--- src/logic/cache_bus_pkg.sv ---
/* Shared widths, line sizes, request and return encodings of the cache to bus adapter,
   plus the store byte-enable rule */
package cache_bus_pkg;

  // bus and address geometry
  localparam int PADDR_WIDTH       = 32;
  localparam int WORD_WIDTH        = 64;
  localparam int ICACHE_LINE_WORDS = 4;
  localparam int DCACHE_LINE_WORDS = 2;

  // queue sizing
  localparam int TID_WIDTH       = 2;
  localparam int REQ_FIFO_DEPTH  = 2;
  localparam int META_FIFO_DEPTH = 4;

  // beats minus one of the longer line
  localparam int BLEN_WIDTH = 2;

  typedef logic [PADDR_WIDTH-1:0]  paddr_t;
  typedef logic [WORD_WIDTH-1:0]   word_t;
  typedef logic [WORD_WIDTH/8-1:0] be_t;
  typedef logic [TID_WIDTH-1:0]    tid_t;
  typedef logic [BLEN_WIDTH-1:0]   blen_t;

  // bit 2 selects a full line, bits 1:0 give log2 of the byte count
  typedef logic [2:0] dsize_t;

  typedef enum logic {DCACHE_LOAD_REQ, DCACHE_STORE_REQ} dcache_rtype_e;
  typedef enum logic {DCACHE_LOAD_ACK, DCACHE_STORE_ACK} dcache_rtrn_e;

  typedef enum logic [1:0] {
    ARB_PRIO_ICACHE,
    ARB_PRIO_DCACHE,
    ARB_HOLD_ICACHE,
    ARB_HOLD_DCACHE
  } arb_state_e;

  // naturally aligned enables, offset rounded down to the access size
  function automatic be_t to_byte_enable(input logic [2:0] offset, input logic [1:0] size);
    be_t be;
    case (size)
      2'b00:   be = be_t'(8'h01) << offset;
      2'b01:   be = be_t'(8'h03) << {offset[2:1], 1'b0};
      2'b10:   be = be_t'(8'h0f) << {offset[2], 2'b00};
      default: be = '1;
    endcase
    return be;
  endfunction

endpackage
--- src/logic/cache_bus_adapter.sv ---
/* Adapter from the instruction cache and the write-through data cache
   to a split read/write memory bus */
`timescale 1ns/100ps
module cache_bus_adapter import cache_bus_pkg::*; (
  input  logic                          clk_i,
  input  logic                          arst_n_i,
  // instruction cache
  input  logic                          icache_data_req_i,
  output logic                          icache_data_ack_o,
  input  paddr_t                        icache_paddr_i,
  input  logic                          icache_nc_i,
  input  tid_t                          icache_tid_i,
  output logic                          icache_rtrn_vld_o,
  output tid_t                          icache_rtrn_tid_o,
  output word_t [ICACHE_LINE_WORDS-1:0] icache_rtrn_data_o,
  // data cache
  input  logic                          dcache_data_req_i,
  output logic                          dcache_data_ack_o,
  input  dcache_rtype_e                 dcache_rtype_i,
  input  paddr_t                        dcache_paddr_i,
  input  dsize_t                        dcache_size_i,
  input  word_t                         dcache_wdata_i,
  input  tid_t                          dcache_tid_i,
  output logic                          dcache_rtrn_vld_o,
  output dcache_rtrn_e                  dcache_rtrn_type_o,
  output tid_t                          dcache_rtrn_tid_o,
  output word_t [DCACHE_LINE_WORDS-1:0] dcache_rtrn_data_o,
  // bus read
  output logic                          rd_req_o,
  input  logic                          rd_gnt_i,
  output paddr_t                        rd_addr_o,
  output blen_t                         rd_blen_o,
  output logic [1:0]                    rd_size_o,
  output logic                          rd_id_o,
  input  logic                          rd_valid_i,
  input  word_t                         rd_data_i,
  input  logic                          rd_last_i,
  input  logic                          rd_id_i,
  // bus write
  output logic                          wr_req_o,
  input  logic                          wr_gnt_i,
  output paddr_t                        wr_addr_o,
  output word_t                         wr_data_o,
  output be_t                           wr_be_o,
  input  logic                          wr_resp_valid_i,
  output logic                          wr_rdy_o
);

  logic [PADDR_WIDTH+TID_WIDTH:0]              icache_req_head;
  logic [PADDR_WIDTH+TID_WIDTH+WORD_WIDTH+3:0] dcache_req_head;
  logic   icache_req_full, icache_req_empty, dcache_req_full, dcache_req_empty;
  logic   icache_id_full, dcache_rd_id_full, dcache_wr_id_full;
  logic   icache_pop, dcache_pop;
  logic   icache_id_pop, dcache_rd_id_pop, dcache_wr_id_pop;
  tid_t   icache_id_head, dcache_rd_id_head, dcache_wr_id_head;
  logic   icache_beat, dcache_beat;
  logic   wr_pending, wr_take;
  // request queue head fields
  logic   icache_nc, dcache_rtype;
  tid_t   icache_tid, dcache_tid;
  paddr_t icache_paddr, dcache_paddr;
  dsize_t dcache_size;
  word_t  dcache_wdata;

  assign icache_data_ack_o = ~icache_req_full;
  assign dcache_data_ack_o = ~dcache_req_full;
  assign {icache_nc, icache_tid, icache_paddr} = icache_req_head;
  assign {dcache_rtype, dcache_size, dcache_wdata, dcache_tid, dcache_paddr} = dcache_req_head;

  ////////////////////
  // request queues

  id_fifo #(.WIDTH(PADDR_WIDTH + TID_WIDTH + 1), .DEPTH(REQ_FIFO_DEPTH)) icache_req_fifo_inst (
    .clk_i, .arst_n_i, .push_i(icache_data_req_i),
    .data_i({icache_nc_i, icache_tid_i, icache_paddr_i}),
    .pop_i(icache_pop), .data_o(icache_req_head),
    .full_o(icache_req_full), .empty_o(icache_req_empty)
  );

  id_fifo #(
    .WIDTH(PADDR_WIDTH + TID_WIDTH + WORD_WIDTH + 4), .DEPTH(REQ_FIFO_DEPTH)
  ) dcache_req_fifo_inst (
    .clk_i, .arst_n_i, .push_i(dcache_data_req_i),
    .data_i({dcache_rtype_i, dcache_size_i, dcache_wdata_i, dcache_tid_i, dcache_paddr_i}),
    .pop_i(dcache_pop), .data_o(dcache_req_head),
    .full_o(dcache_req_full), .empty_o(dcache_req_empty)
  );

  // a cache only competes while its id queues have room
  req_arbiter req_arbiter_inst (
    .clk_i, .arst_n_i,
    .icache_valid_i(~icache_req_empty & ~icache_id_full),
    .icache_paddr_i(icache_paddr), .icache_nc_i(icache_nc),
    .dcache_valid_i(~dcache_req_empty & ~dcache_rd_id_full & ~dcache_wr_id_full),
    .dcache_rtype_i(dcache_rtype_e'(dcache_rtype)), .dcache_paddr_i(dcache_paddr),
    .dcache_size_i(dcache_size), .dcache_wdata_i(dcache_wdata),
    .rd_gnt_i, .wr_gnt_i, .icache_pop_o(icache_pop), .dcache_pop_o(dcache_pop),
    .rd_req_o, .rd_addr_o, .rd_blen_o, .rd_size_o, .rd_id_o,
    .wr_req_o, .wr_addr_o, .wr_data_o, .wr_be_o
  );

  ////////////////////
  // id queues

  id_fifo #(.WIDTH(TID_WIDTH), .DEPTH(META_FIFO_DEPTH)) icache_id_fifo_inst (
    .clk_i, .arst_n_i, .push_i(icache_pop), .data_i(icache_tid),
    .pop_i(icache_id_pop), .data_o(icache_id_head), .full_o(icache_id_full), .empty_o()
  );

  id_fifo #(.WIDTH(TID_WIDTH), .DEPTH(META_FIFO_DEPTH)) dcache_rd_id_fifo_inst (
    .clk_i, .arst_n_i, .push_i(dcache_pop & rd_req_o), .data_i(dcache_tid),
    .pop_i(dcache_rd_id_pop), .data_o(dcache_rd_id_head), .full_o(dcache_rd_id_full), .empty_o()
  );

  id_fifo #(.WIDTH(TID_WIDTH), .DEPTH(META_FIFO_DEPTH)) dcache_wr_id_fifo_inst (
    .clk_i, .arst_n_i, .push_i(dcache_pop & wr_req_o), .data_i(dcache_tid),
    .pop_i(dcache_wr_id_pop), .data_o(dcache_wr_id_head), .full_o(dcache_wr_id_full), .empty_o()
  );

  ////////////////////
  // return path

  wr_resp_counter wr_resp_counter_inst (
    .clk_i, .arst_n_i, .wr_resp_valid_i, .take_i(wr_take), .wr_rdy_o, .pending_o(wr_pending)
  );

  rtrn_router rtrn_router_inst (
    .clk_i, .arst_n_i, .rd_valid_i, .rd_last_i, .rd_id_i, .wr_pending_i(wr_pending),
    .icache_tid_i(icache_id_head), .dcache_rd_tid_i(dcache_rd_id_head),
    .dcache_wr_tid_i(dcache_wr_id_head),
    .icache_beat_o(icache_beat), .dcache_beat_o(dcache_beat),
    .icache_tid_pop_o(icache_id_pop), .dcache_rd_tid_pop_o(dcache_rd_id_pop),
    .dcache_wr_tid_pop_o(dcache_wr_id_pop), .wr_take_o(wr_take),
    .icache_rtrn_vld_o, .icache_rtrn_tid_o,
    .dcache_rtrn_vld_o, .dcache_rtrn_type_o, .dcache_rtrn_tid_o
  );

  line_assembler #(.LINE_WORDS(ICACHE_LINE_WORDS)) icache_line_inst (
    .clk_i, .arst_n_i, .beat_i(icache_beat), .last_i(rd_last_i), .data_i(rd_data_i),
    .line_o(icache_rtrn_data_o)
  );

  line_assembler #(.LINE_WORDS(DCACHE_LINE_WORDS)) dcache_line_inst (
    .clk_i, .arst_n_i, .beat_i(dcache_beat), .last_i(rd_last_i), .data_i(rd_data_i),
    .line_o(dcache_rtrn_data_o)
  );

endmodule

--- src/logic/rtrn_router.sv ---
/* Return path steering: read beats by bus id, write responses to store acks,
   id queue pops and the registered return strobes of both caches */
`timescale 1ns/100ps
module rtrn_router import cache_bus_pkg::*; (
  input  logic         clk_i,
  input  logic         arst_n_i,
  input  logic         rd_valid_i,
  input  logic         rd_last_i,
  input  logic         rd_id_i,
  input  logic         wr_pending_i,
  input  tid_t         icache_tid_i,
  input  tid_t         dcache_rd_tid_i,
  input  tid_t         dcache_wr_tid_i,
  output logic         icache_beat_o,
  output logic         dcache_beat_o,
  output logic         icache_tid_pop_o,
  output logic         dcache_rd_tid_pop_o,
  output logic         dcache_wr_tid_pop_o,
  output logic         wr_take_o,
  output logic         icache_rtrn_vld_o,
  output tid_t         icache_rtrn_tid_o,
  output logic         dcache_rtrn_vld_o,
  output dcache_rtrn_e dcache_rtrn_type_o,
  output tid_t         dcache_rtrn_tid_o
);

  ////////////////////
  // beat steering

  // bus id 0 belongs to the icache, 1 to the dcache
  assign icache_beat_o = rd_valid_i & ~rd_id_i;
  assign dcache_beat_o = rd_valid_i & rd_id_i;

  assign icache_tid_pop_o    = icache_beat_o & rd_last_i;
  assign dcache_rd_tid_pop_o = dcache_beat_o & rd_last_i;

  // store acks wait while the dcache read channel is busy
  assign wr_take_o           = wr_pending_i & ~dcache_beat_o;
  assign dcache_wr_tid_pop_o = wr_take_o;

  ////////////////////
  // return registers

  always_ff @(posedge clk_i or negedge arst_n_i) begin
    if (!arst_n_i) begin
      icache_rtrn_vld_o <= 1'b0;
      dcache_rtrn_vld_o <= 1'b0;
    end else begin
      icache_rtrn_vld_o <= icache_tid_pop_o;
      dcache_rtrn_vld_o <= dcache_rd_tid_pop_o | wr_take_o;
    end
  end

  always_ff @(posedge clk_i) begin
    if (icache_tid_pop_o) begin
      icache_rtrn_tid_o <= icache_tid_i;
    end
    if (dcache_rd_tid_pop_o) begin
      dcache_rtrn_tid_o  <= dcache_rd_tid_i;
      dcache_rtrn_type_o <= DCACHE_LOAD_ACK;
    end else if (wr_take_o) begin
      dcache_rtrn_tid_o  <= dcache_wr_tid_i;
      dcache_rtrn_type_o <= DCACHE_STORE_ACK;
    end
  end

endmodule

--- src/logic/line_assembler.sv ---
/* Builds a cache line from read beats in a shift register;
   the line holds in the cycle after the last beat */
`timescale 1ns/100ps
module line_assembler import cache_bus_pkg::*; #(
  parameter int LINE_WORDS = DCACHE_LINE_WORDS
) (
  input  logic                   clk_i,
  input  logic                   arst_n_i,
  input  logic                   beat_i,
  input  logic                   last_i,
  input  word_t                  data_i,
  output word_t [LINE_WORDS-1:0] line_o
);

  word_t [LINE_WORDS-1:0] line_q;
  logic                   first_q;

  // each beat enters at the top word and pushes the rest down
  always_ff @(posedge clk_i) begin
    if (beat_i) begin
      line_q <= {data_i, line_q[LINE_WORDS-1:1]};
      // single-word reads must end up in word 0
      if (first_q) begin
        line_q[0] <= data_i;
      end
    end
  end

  // next beat opens a new burst after a last beat
  always_ff @(posedge clk_i or negedge arst_n_i) begin
    if (!arst_n_i) begin
      first_q <= 1'b1;
    end else if (beat_i) begin
      first_q <= last_i;
    end
  end

  assign line_o = line_q;

endmodule

--- src/logic/wr_resp_counter.sv ---
/* Counts write responses taken from the bus and not yet turned into store acks */
`timescale 1ns/100ps
module wr_resp_counter import cache_bus_pkg::*; (
  input  logic clk_i,
  input  logic arst_n_i,
  input  logic wr_resp_valid_i,
  input  logic take_i,
  output logic wr_rdy_o,
  output logic pending_o
);

  logic [$clog2(META_FIFO_DEPTH+1)-1:0] count_q;
  logic                                 accept;

  // stop the response channel once every slot is used
  assign wr_rdy_o  = (count_q != ($clog2(META_FIFO_DEPTH+1))'(META_FIFO_DEPTH));
  assign pending_o = (count_q != '0);
  assign accept    = wr_resp_valid_i & wr_rdy_o;

  always_ff @(posedge clk_i or negedge arst_n_i) begin
    if (!arst_n_i) begin
      count_q <= '0;
    end else if (accept && !take_i) begin
      count_q <= count_q + 1'b1;
    end else if (take_i && !accept) begin
      count_q <= count_q - 1'b1;
    end
  end

endmodule

--- src/logic/req_arbiter.sv ---
/* Round-robin arbiter between the two cache request queues; locks the winner
   until the bus grants it and decodes it into a read burst or a single write */
`timescale 1ns/100ps
module req_arbiter import cache_bus_pkg::*; (
  input  logic          clk_i,
  input  logic          arst_n_i,
  input  logic          icache_valid_i,
  input  paddr_t        icache_paddr_i,
  input  logic          icache_nc_i,
  input  logic          dcache_valid_i,
  input  dcache_rtype_e dcache_rtype_i,
  input  paddr_t        dcache_paddr_i,
  input  dsize_t        dcache_size_i,
  input  word_t         dcache_wdata_i,
  input  logic          rd_gnt_i,
  input  logic          wr_gnt_i,
  output logic          icache_pop_o,
  output logic          dcache_pop_o,
  output logic          rd_req_o,
  output paddr_t        rd_addr_o,
  output blen_t         rd_blen_o,
  output logic [1:0]    rd_size_o,
  output logic          rd_id_o,
  output logic          wr_req_o,
  output paddr_t        wr_addr_o,
  output word_t         wr_data_o,
  output be_t           wr_be_o
);

  arb_state_e state_q;
  arb_state_e state_d;
  logic       sel_dcache;
  logic       req_vld;
  logic       gnt;

  ////////////////////
  // winner select

  always_comb begin
    case (state_q)
      ARB_HOLD_ICACHE: sel_dcache = 1'b0;
      ARB_HOLD_DCACHE: sel_dcache = 1'b1;
      ARB_PRIO_DCACHE: sel_dcache = dcache_valid_i | ~icache_valid_i;
      default:         sel_dcache = dcache_valid_i & ~icache_valid_i;
    endcase
  end

  assign req_vld  = sel_dcache ? dcache_valid_i : icache_valid_i;
  assign rd_req_o = req_vld & (~sel_dcache | (dcache_rtype_i == DCACHE_LOAD_REQ));
  assign wr_req_o = req_vld & sel_dcache & (dcache_rtype_i == DCACHE_STORE_REQ);
  assign gnt      = (rd_req_o & rd_gnt_i) | (wr_req_o & wr_gnt_i);

  // the granted head leaves its queue in the grant cycle
  assign icache_pop_o = gnt & ~sel_dcache;
  assign dcache_pop_o = gnt & sel_dcache;

  // lock on a waiting winner, hand priority over after a grant
  always_comb begin
    state_d = state_q;
    if (gnt) begin
      state_d = sel_dcache ? ARB_PRIO_ICACHE : ARB_PRIO_DCACHE;
    end else if (req_vld) begin
      state_d = sel_dcache ? ARB_HOLD_DCACHE : ARB_HOLD_ICACHE;
    end
  end

  always_ff @(posedge clk_i or negedge arst_n_i) begin
    if (!arst_n_i) begin
      state_q <= ARB_PRIO_ICACHE;
    end else begin
      state_q <= state_d;
    end
  end

  ////////////////////
  // bus decode

  assign rd_id_o   = sel_dcache;
  assign rd_addr_o = sel_dcache ? dcache_paddr_i : icache_paddr_i;
  // instruction fetches always use full words
  assign rd_size_o = sel_dcache ? dcache_size_i[1:0] : 2'b11;

  always_comb begin
    rd_blen_o = '0;
    if (sel_dcache) begin
      if (dcache_size_i[2]) begin
        rd_blen_o = blen_t'(DCACHE_LINE_WORDS - 1);
      end
    end else if (!icache_nc_i) begin
      rd_blen_o = blen_t'(ICACHE_LINE_WORDS - 1);
    end
  end

  // stores are single words
  assign wr_addr_o = dcache_paddr_i;
  assign wr_data_o = dcache_wdata_i;
  assign wr_be_o   = to_byte_enable(dcache_paddr_i[2:0], dcache_size_i[1:0]);

endmodule

--- src/logic/id_fifo.sv ---
/* Small register queue used for cache requests and transaction ids;
   the head word shows one cycle after the push */
`timescale 1ns/100ps
module id_fifo import cache_bus_pkg::*; #(
  parameter int WIDTH = TID_WIDTH,
  parameter int DEPTH = META_FIFO_DEPTH
) (
  input  logic             clk_i,
  input  logic             arst_n_i,
  input  logic             push_i,
  input  logic [WIDTH-1:0] data_i,
  input  logic             pop_i,
  output logic [WIDTH-1:0] data_o,
  output logic             full_o,
  output logic             empty_o
);

  logic [WIDTH-1:0]           mem_q [DEPTH];
  logic [$clog2(DEPTH)-1:0]   wr_ptr_q;
  logic [$clog2(DEPTH)-1:0]   rd_ptr_q;
  logic [$clog2(DEPTH+1)-1:0] count_q;
  logic                       push_en;
  logic                       pop_en;

  // push into a full queue or pop from an empty one is ignored
  assign push_en = push_i & ~full_o;
  assign pop_en  = pop_i & ~empty_o;

  assign full_o  = (count_q == ($clog2(DEPTH+1))'(DEPTH));
  assign empty_o = (count_q == '0);
  assign data_o  = mem_q[rd_ptr_q];

  always_ff @(posedge clk_i) begin
    if (push_en) begin
      mem_q[wr_ptr_q] <= data_i;
    end
  end

  // pointers wrap on their own for a power-of-two depth
  always_ff @(posedge clk_i or negedge arst_n_i) begin
    if (!arst_n_i) begin
      wr_ptr_q <= '0;
      rd_ptr_q <= '0;
      count_q  <= '0;
    end else begin
      if (push_en) begin
        wr_ptr_q <= wr_ptr_q + 1'b1;
      end
      if (pop_en) begin
        rd_ptr_q <= rd_ptr_q + 1'b1;
      end
      if (push_en && !pop_en) begin
        count_q <= count_q + 1'b1;
      end else if (pop_en && !push_en) begin
        count_q <= count_q - 1'b1;
      end
    end
  end

endmodule

--- config.mk ---
export PLATFORM = sky130hd
export DESIGN_NAME = cache_bus_adapter
export DESIGN_NICKNAME = d
export VERILOG_FILES = /design/src/logic/cache_bus_pkg.sv /design/src/logic/cache_bus_adapter.sv /design/src/logic/rtrn_router.sv /design/src/logic/line_assembler.sv /design/src/logic/wr_resp_counter.sv /design/src/logic/req_arbiter.sv /design/src/logic/id_fifo.sv
export SDC_FILE = /design/constraint.sdc
export NUM_CORES = 1
export LEC_CHECK = 0
export ABC_CLOCK_PERIOD_IN_PS = 6500
export BUFFER_PORTS_ARGS = -buffer_cell sky130_fd_sc_hd__buf_4
export CAP_MARGIN = 20
export CORE_AREA = 2 2 291 293
export DETAILED_ROUTE_END_ITERATION = 8
export DIE_AREA = 0 0 293 295
export PLACE_DENSITY = 0.58
export SLEW_MARGIN = 20
export SYNTH_ARGS = -nofsm -noshare
export SYNTH_HDL_FRONTEND = slang
export SYNTH_SLANG_ARGS = --single-unit
export TNS_END_PERCENT = 50
--- constraint.sdc ---
create_clock -name clk_i -period 6.5 [get_ports clk_i]
set_input_delay 0.325 -clock clk_i [delete_from_list [all_inputs] [get_ports clk_i]]
set_output_delay 0.325 -clock clk_i [all_outputs]
set_load 0.1 [all_outputs]
# Word level (Yosys, flattened, before mapping)
# Memories as Yosys holds them, arrays and structs flattened. A register that Yosys moved wholly into a read port is not among the register bits.
# Cells that the tools add are included.
# totals
ff_bits,425
ramBits,298
input_bits,211
output_inout_bits,537
word_cells,195
n_memories,5
# memory_table
memory,depth,word_bits,rd,rd_ports_with_merged_regs,write_ports,line_no,source
dcache_req_fifo_inst.mem_q,2,102,1,0,1,id_fifo.sv:18,logic [WIDTH-1:0] mem_q [DEPTH];
icache_req_fifo_inst.mem_q,2,35,1,0,1,id_fifo.sv:18,
dcache_rd_id_fifo_inst.mem_q,4,2,1,0,1,id_fifo.sv:18,
dcache_wr_id_fifo_inst.mem_q,4,2,1,0,1,id_fifo.sv:18,
icache_id_fifo_inst.mem_q,4,2,1,1,1,id_fifo.sv:18,
# classes
addsub,22
eq_ne,11
shift,3
mux,38
bitwise,48
reduce_logical,39
# op_table
operator,n
64-bit 2-to-1 mux,2
32-bit 2-to-1 mux,1
1-bit AND,29
3-bit 2-to-1 mux,8
8-bit case mux with 3 select lines,1
2-bit 2-to-1 mux,11
"2-bit by 1-bit adder with 2-bit output, second input constant",8
2-bit nonzero test,8
1-bit NOT,15
1-bit 2-to-1 mux,14
"3-bit by 1-bit adder with 3-bit output, second input constant",4
1-bit logical AND,12
1-bit logical NOT,12
"3-bit by 1-bit subtractor with 3-bit output, second input constant",4
"2-bit == test, second input constant",5
"3-bit == test, second input constant",3
3-bit logical NOT,3
"1-bit by 3-bit left shift with 8-bit output, first input constant",1
"2-bit by 3-bit left shift with 8-bit output, first input constant",1
"4-bit by 3-bit left shift with 8-bit output, first input constant",1
2-bit logical NOT,3
"1-bit adder, second input constant",4
"2-bit by 1-bit == test with 1-bit output, second input constant",2
1-bit bitwise OR,4
other kinds (4),5

# Depth between registers and ports, before layout
# Gate-level depths: netlist of run 1.
# depth
ltp_word,18
depth_mapped,14
ltp_nobuf,13

# By module
# From an unflattened synthesis of run 1, not the netlist that was laid out.
# unflattened
hier_cells,1350
area_unflattened_um2,28118.2
# modules_own_cells
module,n_inst,cells_per_inst,area_per_inst_um2,seq_area_each_um2
line_assembler (icache_line_inst),1,329,8702.1,7713.6
id_fifo (dcache_req_fifo_inst),1,336,7572.3,6226.0
line_assembler (dcache_line_inst),1,201,4858.4,3870.0
id_fifo (icache_req_fifo_inst),1,128,2872.8,2202.1
id_fifo (dcache_rd_id_fifo_inst ...),3,45,724.4,415.4
req_arbiter,1,181,1453.9,50.0
rtrn_router,1,18,275.3,190.2
wr_resp_counter,1,16,176.4,75.1
cache_bus_adapter,1,6,33.8,0.0

# Least setup slack after synthesis of run 1
# Ideal clock, no wire load.
# synth_timing
kind,input-to-reg
start,input port rd_id_i
end,register icache_id_fifo_inst.count_q[1]
setup_ps,125
t_arrival_ps,13935
t_required_ps,6375
path_slack_ps,-7559
path_stages,8
n_path_buf,0
path_cell_list,nor2b_1 -> and2_1 -> o31a_1 -> inv_1 -> ha_1 -> inv_1 -> fa_1 -> mux2_2
# synth_via
elab_chain_cells,7
elab_cells_between_ends,9
cone_classes,mux: 1; bitwise: 4; reduce/logical: 4
# synth_lines
element,line_no,source
"start, declared",cache_bus_adapter.sv:38,"input logic rd_id_i,"
1-bit NOT (*),rtrn_router.sv:31,assign icache_beat_o = rd_valid_i & ~rd_id_i;
1-bit AND (*),rtrn_router.sv:31,
1-bit AND (*),rtrn_router.sv:34,assign icache_tid_pop_o = icache_beat_o & rd_last_i;
net icache_id_fifo_inst.pop_i,id_fifo.sv:12,"input logic pop_i,"
1-bit AND (*),id_fifo.sv:27,assign pop_en = pop_i & ~empty_o;
1-bit logical NOT,id_fifo.sv:52,if (push_en && !pop_en) begin
1-bit logical AND,id_fifo.sv:52,
3-bit 2-to-1 mux or 2-bit nonzero test (tied branches),n/a,
"end signal, assigned",id_fifo.sv:53,count_q <= count_q + 1'b1;
"end signal, assigned",id_fifo.sv:55,count_q <= count_q - 1'b1;
"end, declared",id_fifo.sv:21,logic [$clog2(DEPTH+1)-1:0] count_q;
# Mark *: on every way through the listed nets, which the timed path passes. The rest lies on a longest branch.
# A chain may end at the register's enable or synchronous reset.

# Worst setup path after layout of run 1
# layout_timing
start,register dcache_req_fifo_inst.rd_ptr_q
end,register dcache_wr_id_fifo_inst.count_q[2]
# layout_via
elab_chain_cells,12
elab_cells_between_ends,16
cone_classes,mux: 1; bitwise: 10; reduce/logical: 4; memory: 1
# layout_lines
element,line_no,source
"start, declared",id_fifo.sv:20,logic [$clog2(DEPTH)-1:0] rd_ptr_q;
"start signal, assigned",id_fifo.sv:50,rd_ptr_q <= rd_ptr_q + 1'b1;
memory read 2 x 102 bit (*),n/a,
1-bit NOT,req_arbiter.sv:49,assign rd_req_o = req_vld & (~sel_dcache | (dcache_rtype_i == DCACHE_LOAD_REQ));
1-bit bitwise OR,req_arbiter.sv:49,
1-bit AND,req_arbiter.sv:49,
1-bit AND,req_arbiter.sv:51,assign gnt = (rd_req_o & rd_gnt_i) | (wr_req_o & wr_gnt_i);
1-bit bitwise OR,req_arbiter.sv:51,
1-bit AND,req_arbiter.sv:55,assign dcache_pop_o = gnt & sel_dcache;
1-bit AND (*),cache_bus_adapter.sv:116,".clk_i, .arst_n_i, .push_i(dcache_pop & wr_req_o), .data_i(dcache_tid),"
1-bit AND (*),id_fifo.sv:26,assign push_en = push_i & ~full_o;
net dcache_wr_id_fifo_inst.push_en,id_fifo.sv:22,logic push_en;
1-bit logical NOT,id_fifo.sv:54,end else if (pop_en && !push_en) begin
1-bit logical AND,id_fifo.sv:54,
2-bit nonzero test (no line),n/a,
"end signal, assigned",id_fifo.sv:53,
"end signal, assigned",id_fifo.sv:55,
"end, declared",id_fifo.sv:21,
# Marked as above.

==> flow_summary.json, run 1 <==
{
  "status": "completed",
  "grt_max_degree": 150,
  "hold_class": "input port to flip-flop",
  "tightest_slew_ns": 1.07,
  "tns_ns": 0,
  "grt_overflow": 0,
  "slowest_stage": "dfrtp_4",
  "cts-buffers-inserted": 81,
  "synth_area_leaders": "edfxtp_1, mux2_2, dfrtp_1",
  "clk_transition_reported_paths_ns": 0.06,
  "synth-edff-count": 686,
  "avgRoutedWirePerCell_um": 22.7,
  "wl_um": 80000,
  "cts_hold_buf": 203,
  "critPathMaxStageDelay_ns": 0.71,
  "syn_area_per_cell_um2": 19.7,
  "ys_seq_elements": 725,
  "worstHoldStart": "rd_gnt_i",
  "hold_viol_final": 0,
  "num-fill-cells": 7154,
  "gp_congestion": 0.837,
  "maxCapViolCount": 0,
  "skew_ns": 0.0296,
  "ctsLongestPathBuffers": 3,
  "crit_arrival_ns": 4.66,
  "antenna_found_initial": 13,
  "drc": 0,
  "finalSetupViolCount": 0,
  "ys_async_sr_fraction_pct": 5.24,
  "drtIter0Drc": 1028,
  "regArea_mm2": 0.0216,
  "r2r-end": "dcache_wr_id_fifo_inst.count_q[2]$_DFFE_PN0P_",
  "die_y_um": 295,
  "rows": 106,
  "ant_nets": 0,
  "cts_tree": "yes",
  "finalCoreUtilization_pct": 46.7,
  "cts_setup_buffers": 0,
  "io_pins": 748,
  "yosys_most_used_dff": "edfxtp_1",
  "clkSinkCount": 725,
  "hold-path-endpoint": "req_arbiter_inst.state_q[1]$_DFFE_PN0P_",
  "cp_top_family": "simple AND/OR/NAND/NOR gates",
  "critPathLaunchType": "flip-flop",
  "grt_pass1_vias": 17092,
  "first_pass_iters": 5,
  "dp_hpwl_um": 56600,
  "core_area_mm2": 0.0832,
  "vias": 16528,
  "netlist_instances": 1385,
  "worstSetupEndpointType": "flip-flop",
  "ctsRootBufferMaster": "clkbuf_16",
  "grt_pass1_wl_um": 114000,
  "cp_num_buf_inv": 1,
  "clock_latency_ns": 0.62,
  "crit_required_ns": 7.03,
  "hold_depth": 3,
  "ctsResizeCount": 0,
  "synth-seq-area-share_pct": 79.2,
  "multi_input_area_mm2": 0.00539,
  "start_util_pct": 32.7,
  "rsz0062_at_grt": "no",
  "syn_area_mm2": 0.0272,
  "synth.most_common_cell": "edfxtp_1",
  "ys_warn_count": 0,
  "vdd_drop_max_mv": 0.648,
  "dieArea_mm2": 0.0864,
  "final_nets": 2614,
  "drive_gt1_share_pct": 46.7,
  "synth_top_area_cell": "edfxtp_1",
  "path_cells": "mux2i_2 > nand4b_1 > mux2i_1 > a211o_1 > ha_1 > o21ai_0 > nor4_4 > ha_1 > inv_1 > fa_1 > xor2_1 > nor2_1 > xor2_1",
  "synthToLayoutAreaGrowth_pct": 42.7,
  "ys_top_cells_by_count": "edfxtp_1, mux2_2, nand2_1, o21ai_0, mux2i_1",
  "regToRegStartpoint": "dcache_req_fifo_inst.rd_ptr_q$_DFFE_PN0P_",
  "fmax_mhz": 242,
  "path_class": "flip-flop to flip-flop",
  "period_share_pct": 63.6,
  "via_per_inst": 4.68,
  "pwr_density_cell_mw_per_mm2": 524,
  "yosysUniqueCellTypes": 54,
  "period_needed_ns": 4.13,
  "leakage_uw": 0.0148,
  "synth_top_area_share_pct": 75.7,
  "max_slew_margin_pct": 28.3,
  "cp_max_fo": 31,
  "grt_use_total_pct": 17.7,
  "rrSetupSlack_ns": 2.37,
  "io_buffers": 747,
  "syn-num-nets": 1620,
  "die_w_um": 293,
  "reg2reg_depth": 13,
  "slew_viol_final": 0,
  "htree_levels": 3
}
report_power, final:
group / switching [uW] / internal (uW) / leakage (uW)
combinational: 7110 / 2300 / 0.00669
clock: 1870 / 2680 / 0.00130
sequential: 463 / 5940 / 0.00685
per-stage QoR:
stage | worst slack, ns | cells | power (uW) | area [um^2] | hold slack [ns]
global route | 2.03 | 3529 | 21100 | 38800 | 0.0752
floorplan | 0.162 | 1385 | 13800 | 27200 | 0.0294
CTS | 2.15 | 3525 | 20600 | 38800 | 0.0511
global placement | 2.33 | 3172 | 15700 | 34100 | 0.356
detailed placement | 2.16 | 3173 | 15800 | 34100 | 0.361
finish | 2.37 | 3532 | 20400 | 38800 | 0.101
metal layers:
layer	global-route usage (%)	wire, um	part of all wire [%]	vias up
met1	20.0	29700	37	8289
li1	-	-	-	7416
met4	4.64	1670	2.1	8
met2	31.6	41100	51	697
met5	0	63	0.079	-
met3	6.49	7500	9.4	118
how the worst max path moves through the flow:
stage | start | depth (start not counted) | to
after floorplan | dcache_req_fifo_inst.count_q[0]$_DFFE_PN0P_ | 3 | dcache_req_fifo_inst.mem_q[0][0]$_DFFE_PP_
after global placement | req_arbiter_inst.state_q[0]$_DFFE_PN0P_ | 12 | dcache_wr_id_fifo_inst.count_q[2]$_DFFE_PN0P_
after detailed placement | req_arbiter_inst.state_q[0]$_DFFE_PN0P_ | 13 | dcache_wr_id_fifo_inst.count_q[2]$_DFFE_PN0P_
after CTS | req_arbiter_inst.state_q[0]$_DFFE_PN0P_ | 13 | dcache_wr_id_fifo_inst.count_q[2]$_DFFE_PN0P_
after global routing | dcache_req_fifo_inst.rd_ptr_q$_DFFE_PN0P_ | 13 | dcache_wr_id_fifo_inst.count_q[2]$_DFFE_PN0P_
final | dcache_req_fifo_inst.rd_ptr_q$_DFFE_PN0P_ | 13 | dcache_wr_id_fifo_inst.count_q[2]$_DFFE_PN0P_
cell usage in the layout (no fill, tap or decap), types with 3 or more instances in the layout:
master         count
a21oi_1            6
a2bb2oi_1         32
and2_1            10
and3_1             5
buf_4            757
bufinv_16          8
clkbuf_1          16
clkbuf_16         83
clkinv_1          16
clkinv_2          16
clkinv_4           3
clkinv_8           3
dfrtp_1           33
diode_2            7
dlygate4sd3_1    203
edfxtp_1         686
fa_1               4
ha_1              20
inv_1             19
mux2_2           234
mux2i_1           37
mux4_2             6
nand2_1           56
nand2b_1           5
nor2_1            25
nor3_1             6
o21ai_0           40
o22a_1            33
xnor2_1           16
xor2_1            15
worst min-delay path: stages:
cell	delay (ns)
buf_4	0.09
a211o_1	0.16
nor2_1	0.07
cells by family after synthesis:
logic type                 Yosys count  share of synthesized area, %
AOI/OAI and AO/OA                  121                          3.33
xor gates and xnor gates            31                         0.997
adders and majority gates           24                          1.21
buffers and inverters               71                          1.10
DFF                                725                          79.2
muxes                              279                          11.6
and+or+nand+nor                    134                          2.47
flip-flops by register name (all words and copies together), names as in the netlist, 8 cells and up:
signal                        count
dcache_req_fifo_inst.mem_q      204
icache_req_fifo_inst.mem_q       70
dcache_rd_id_fifo_inst.mem_q      8
dcache_line_inst.line_o         128
icache_id_fifo_inst.mem_q         8
icache_line_inst.line_o         256
dcache_wr_id_fifo_inst.mem_q      8
cell type report:
cell class,count,area share [%]
flip-flops and latches,725,55.6
repair buffers,962,20.0
inverters,20,0.206
diodes,7,0.0451
clock buffers,100,5.54
multi-input cells,589,13.9
clock inverters,49,1.30
well taps,1080,3.48
(Power assumes the default switching activity.)
==> run 2, diff against run 1 <==
ABC_CLOCK_PERIOD_IN_PS = 4000   (was 6500)
clock period = 4 ns   (was 6.5 ns; I/O delays follow)
==> run 2 against run 1 <==
  * Sequential power up 61%
  * Total power up 63%
  * Final cell count up 0.28%
  * Global-route usage up 0.19 points
  * Maximum frequency up 11%
==> flow_summary.json, run 2 (synthesized netlist as in run 1, its figures left out) <==
{
  "clk_transition_reported_paths_ns": 0.06,
  "setup_ws_ns": 0.283,
  "finalSetupViolCount": 0,
  "ctsLongestPathBuffers": 3,
  "worstSetupEndpointType": "flip-flop",
  "grt_use_total_pct": 17.9,
  "p_seq_share_pct": 31.0,
  "grt_overflow": 0,
  "drtIter0Drc": 975,
  "layout_commonest_cell": "buf_4",
  "rsz0062_at_grt": "no",
  "cts-buffers-inserted": 81,
  "cts_tree": "yes",
  "leakage_uw": 0.0149,
  "pwr_density_cell_mw_per_mm2": 851,
  "gp_congestion": 0.895,
  "die_w_um": 293,
  "start_util_pct": 32.7,
  "core_area_mm2": 0.0832,
  "rows": 106,
  "skew_ns": 0.0260,
  "period_needed_ns": 3.72,
  "critPathLaunchType": "flip-flop",
  "die_y_um": 295,
  "grt_pass1_wl_um": 115000,
  "slew_viol_final": 0,
  "clock_latency_ns": 0.61,
  "finalNonFillerCells": 3542,
  "period_share_pct": 92.9,
  "max_slew_margin_pct": 28.8,
  "grt_max_degree": 154,
  "crit_arrival_ns": 4.25,
  "dieArea_mm2": 0.0864,
  "vdd_drop_max_mv": 1.31,
  "status": "completed",
  "avgRoutedWirePerCell_um": 22.7,
  "grt_pass1_vias": 17347,
  "wl_um": 80500,
  "clkSinkCount": 725,
  "antenna_found_initial": 12,
  "htree_levels": 3,
  "io_buffers": 747,
  "vias": 16562,
  "first_pass_iters": 5,
  "ant_nets": 0,
  "via_per_inst": 4.68,
  "fmax_mhz": 269,
  "combPwrFrac_pct": 47.0,
  "io_pins": 748,
  "ctsRootBufferMaster": "clkbuf_16",
  "hold_viol_final": 0,
  "p_clk_share_pct": 22.0,
  "dp_hpwl_um": 57100,
  "synthToLayoutAreaGrowth_pct": 43.1,
  "finalCoreUtilization_pct": 46.8,
  "final_nets": 2629,
  "final_cell_mix": "buf_4, edfxtp_1, mux2_2, dlygate4sd3_1, clkbuf_16",
  "drc": 0,
  "drive_gt1_share_pct": 46.5,
  "switchingPower_uw": 15400,
  "hold_class": "input port to flip-flop",
  "tightest_slew_ns": 1.07,
  "p_int_uw": 17800,
  "crit_required_ns": 4.53,
  "path_class": "flip-flop to flip-flop",
  "swShare_pct": 46.3,
  "largest_register_ffs": 256,
  "post-place-cells": 3180,
  "pre_cts_ws_ns": 0.265,
  "maxCapViolCount": 0,
  "cp_max_fo": 4
}
run 2: cell types whose count changed in the layout (fill, tap and decap cells not counted), sizes merged:
cell / before / now
buf: 759 / 767
clkbuf: 100 / 103
clkinv: 39 / 32
diode: 7 / 6
dlygate4sd3: 203 / 210
run 2: worst paths after layout:
path	startpoint	endpoint	slack [ns]	depth (start not counted)
max	dcache_req_fifo_inst.rd_ptr_q$_DFFE_PN0P_	dcache_wr_id_fifo_inst.count_q[2]$_DFFE_PN0P_	0.28	13
min	wr_resp_valid_i	wr_resp_counter_inst.count_q[0]$_DFFE_PN0P_	0.08	4
max reg2reg	dcache_req_fifo_inst.rd_ptr_q$_DFFE_PN0P_	dcache_wr_id_fifo_inst.count_q[2]$_DFFE_PN0P_	0.28	13
min reg2reg	icache_line_inst.line_o[175]$_DFFE_PP_	icache_line_inst.line_o[111]$_DFFE_PP_	0.44	0
max in group asynchronous	arst_n_i	icache_req_fifo_inst.rd_ptr_q$_DFFE_PN0P_	3.44	2
min in group asynchronous	arst_n_i	dcache_wr_id_fifo_inst.wr_ptr_q[0]$_DFFE_PN0P_	0.14	2
run 2: power by group through the flow:
stage          registers (uW)  clock network, uW  logic (uW)
5_1_grt                 10400               7790       16200
2_1_floorplan           11800                  0       10700
4_1_cts                 10300               7510       15600
6_report                10300               7310       15600
3_3_place_gp            10400                  0       15200
3_5_place_dp            10400                  0       15400
run 2: repair_timing:
item | in CTS | in global routing
hold endpoints to repair | 574 | 0
resized for setup | 0 | 1
setup endpoints to repair | 0 | 1
setup buffers | 0 | 0
hold buffers | 210 | 0
run 2: per-stage QoR:
step | power (uW) | TNS (ns) | hold slack [ns] | instance area [um^2]
2_1_floorplan | 22400 | -223.21 | -0.0956 | 27200
3_3_place_gp | 25600 | 0 | 0.224 | 34200
3_5_place_dp | 25800 | 0 | 0.231 | 34200
4_1_cts | 33400 | 0 | 0.0247 | 38900
5_1_grt | 34400 | 0 | 0.0928 | 39000
6_report | 33100 | 0 | 0.0791 | 39000
run 2: layout make-up:
type	count	area, um^2
clock inverters	42	455
diodes	6	15.0
fillers	7231	44200
well taps	1080	1350
flip-flops and latches	725	21600
inverters	20	80.1
multi-input cells	589	5400
clock buffers	103	2160
repair buffers	977	7900
run 2: worst max-delay path: stages, from the launching register on:
cell      delay, ns
dfrtp_4        0.48
mux2i_2        0.37
nand4b_1       0.21
mux2i_1        0.34
a211o_1        0.23
ha_1           0.20
o21ai_0        0.25
nor4_4         0.40
ha_1           0.25
inv_1          0.07
fa_1           0.39
xor2_1         0.17
nor2_1         0.12
xor2_1         0.17
run 2: per-layer routing:
layer / share of wire (%) / wire length, um / GRT usage [%]
met4: 3.3 / 2670 / 6.88
met1: 36 / 29000 / 19.7
met5: 0.053 / 43 / 0
met2: 51 / 40700 / 31.2
met3: 10 / 8170 / 6.98
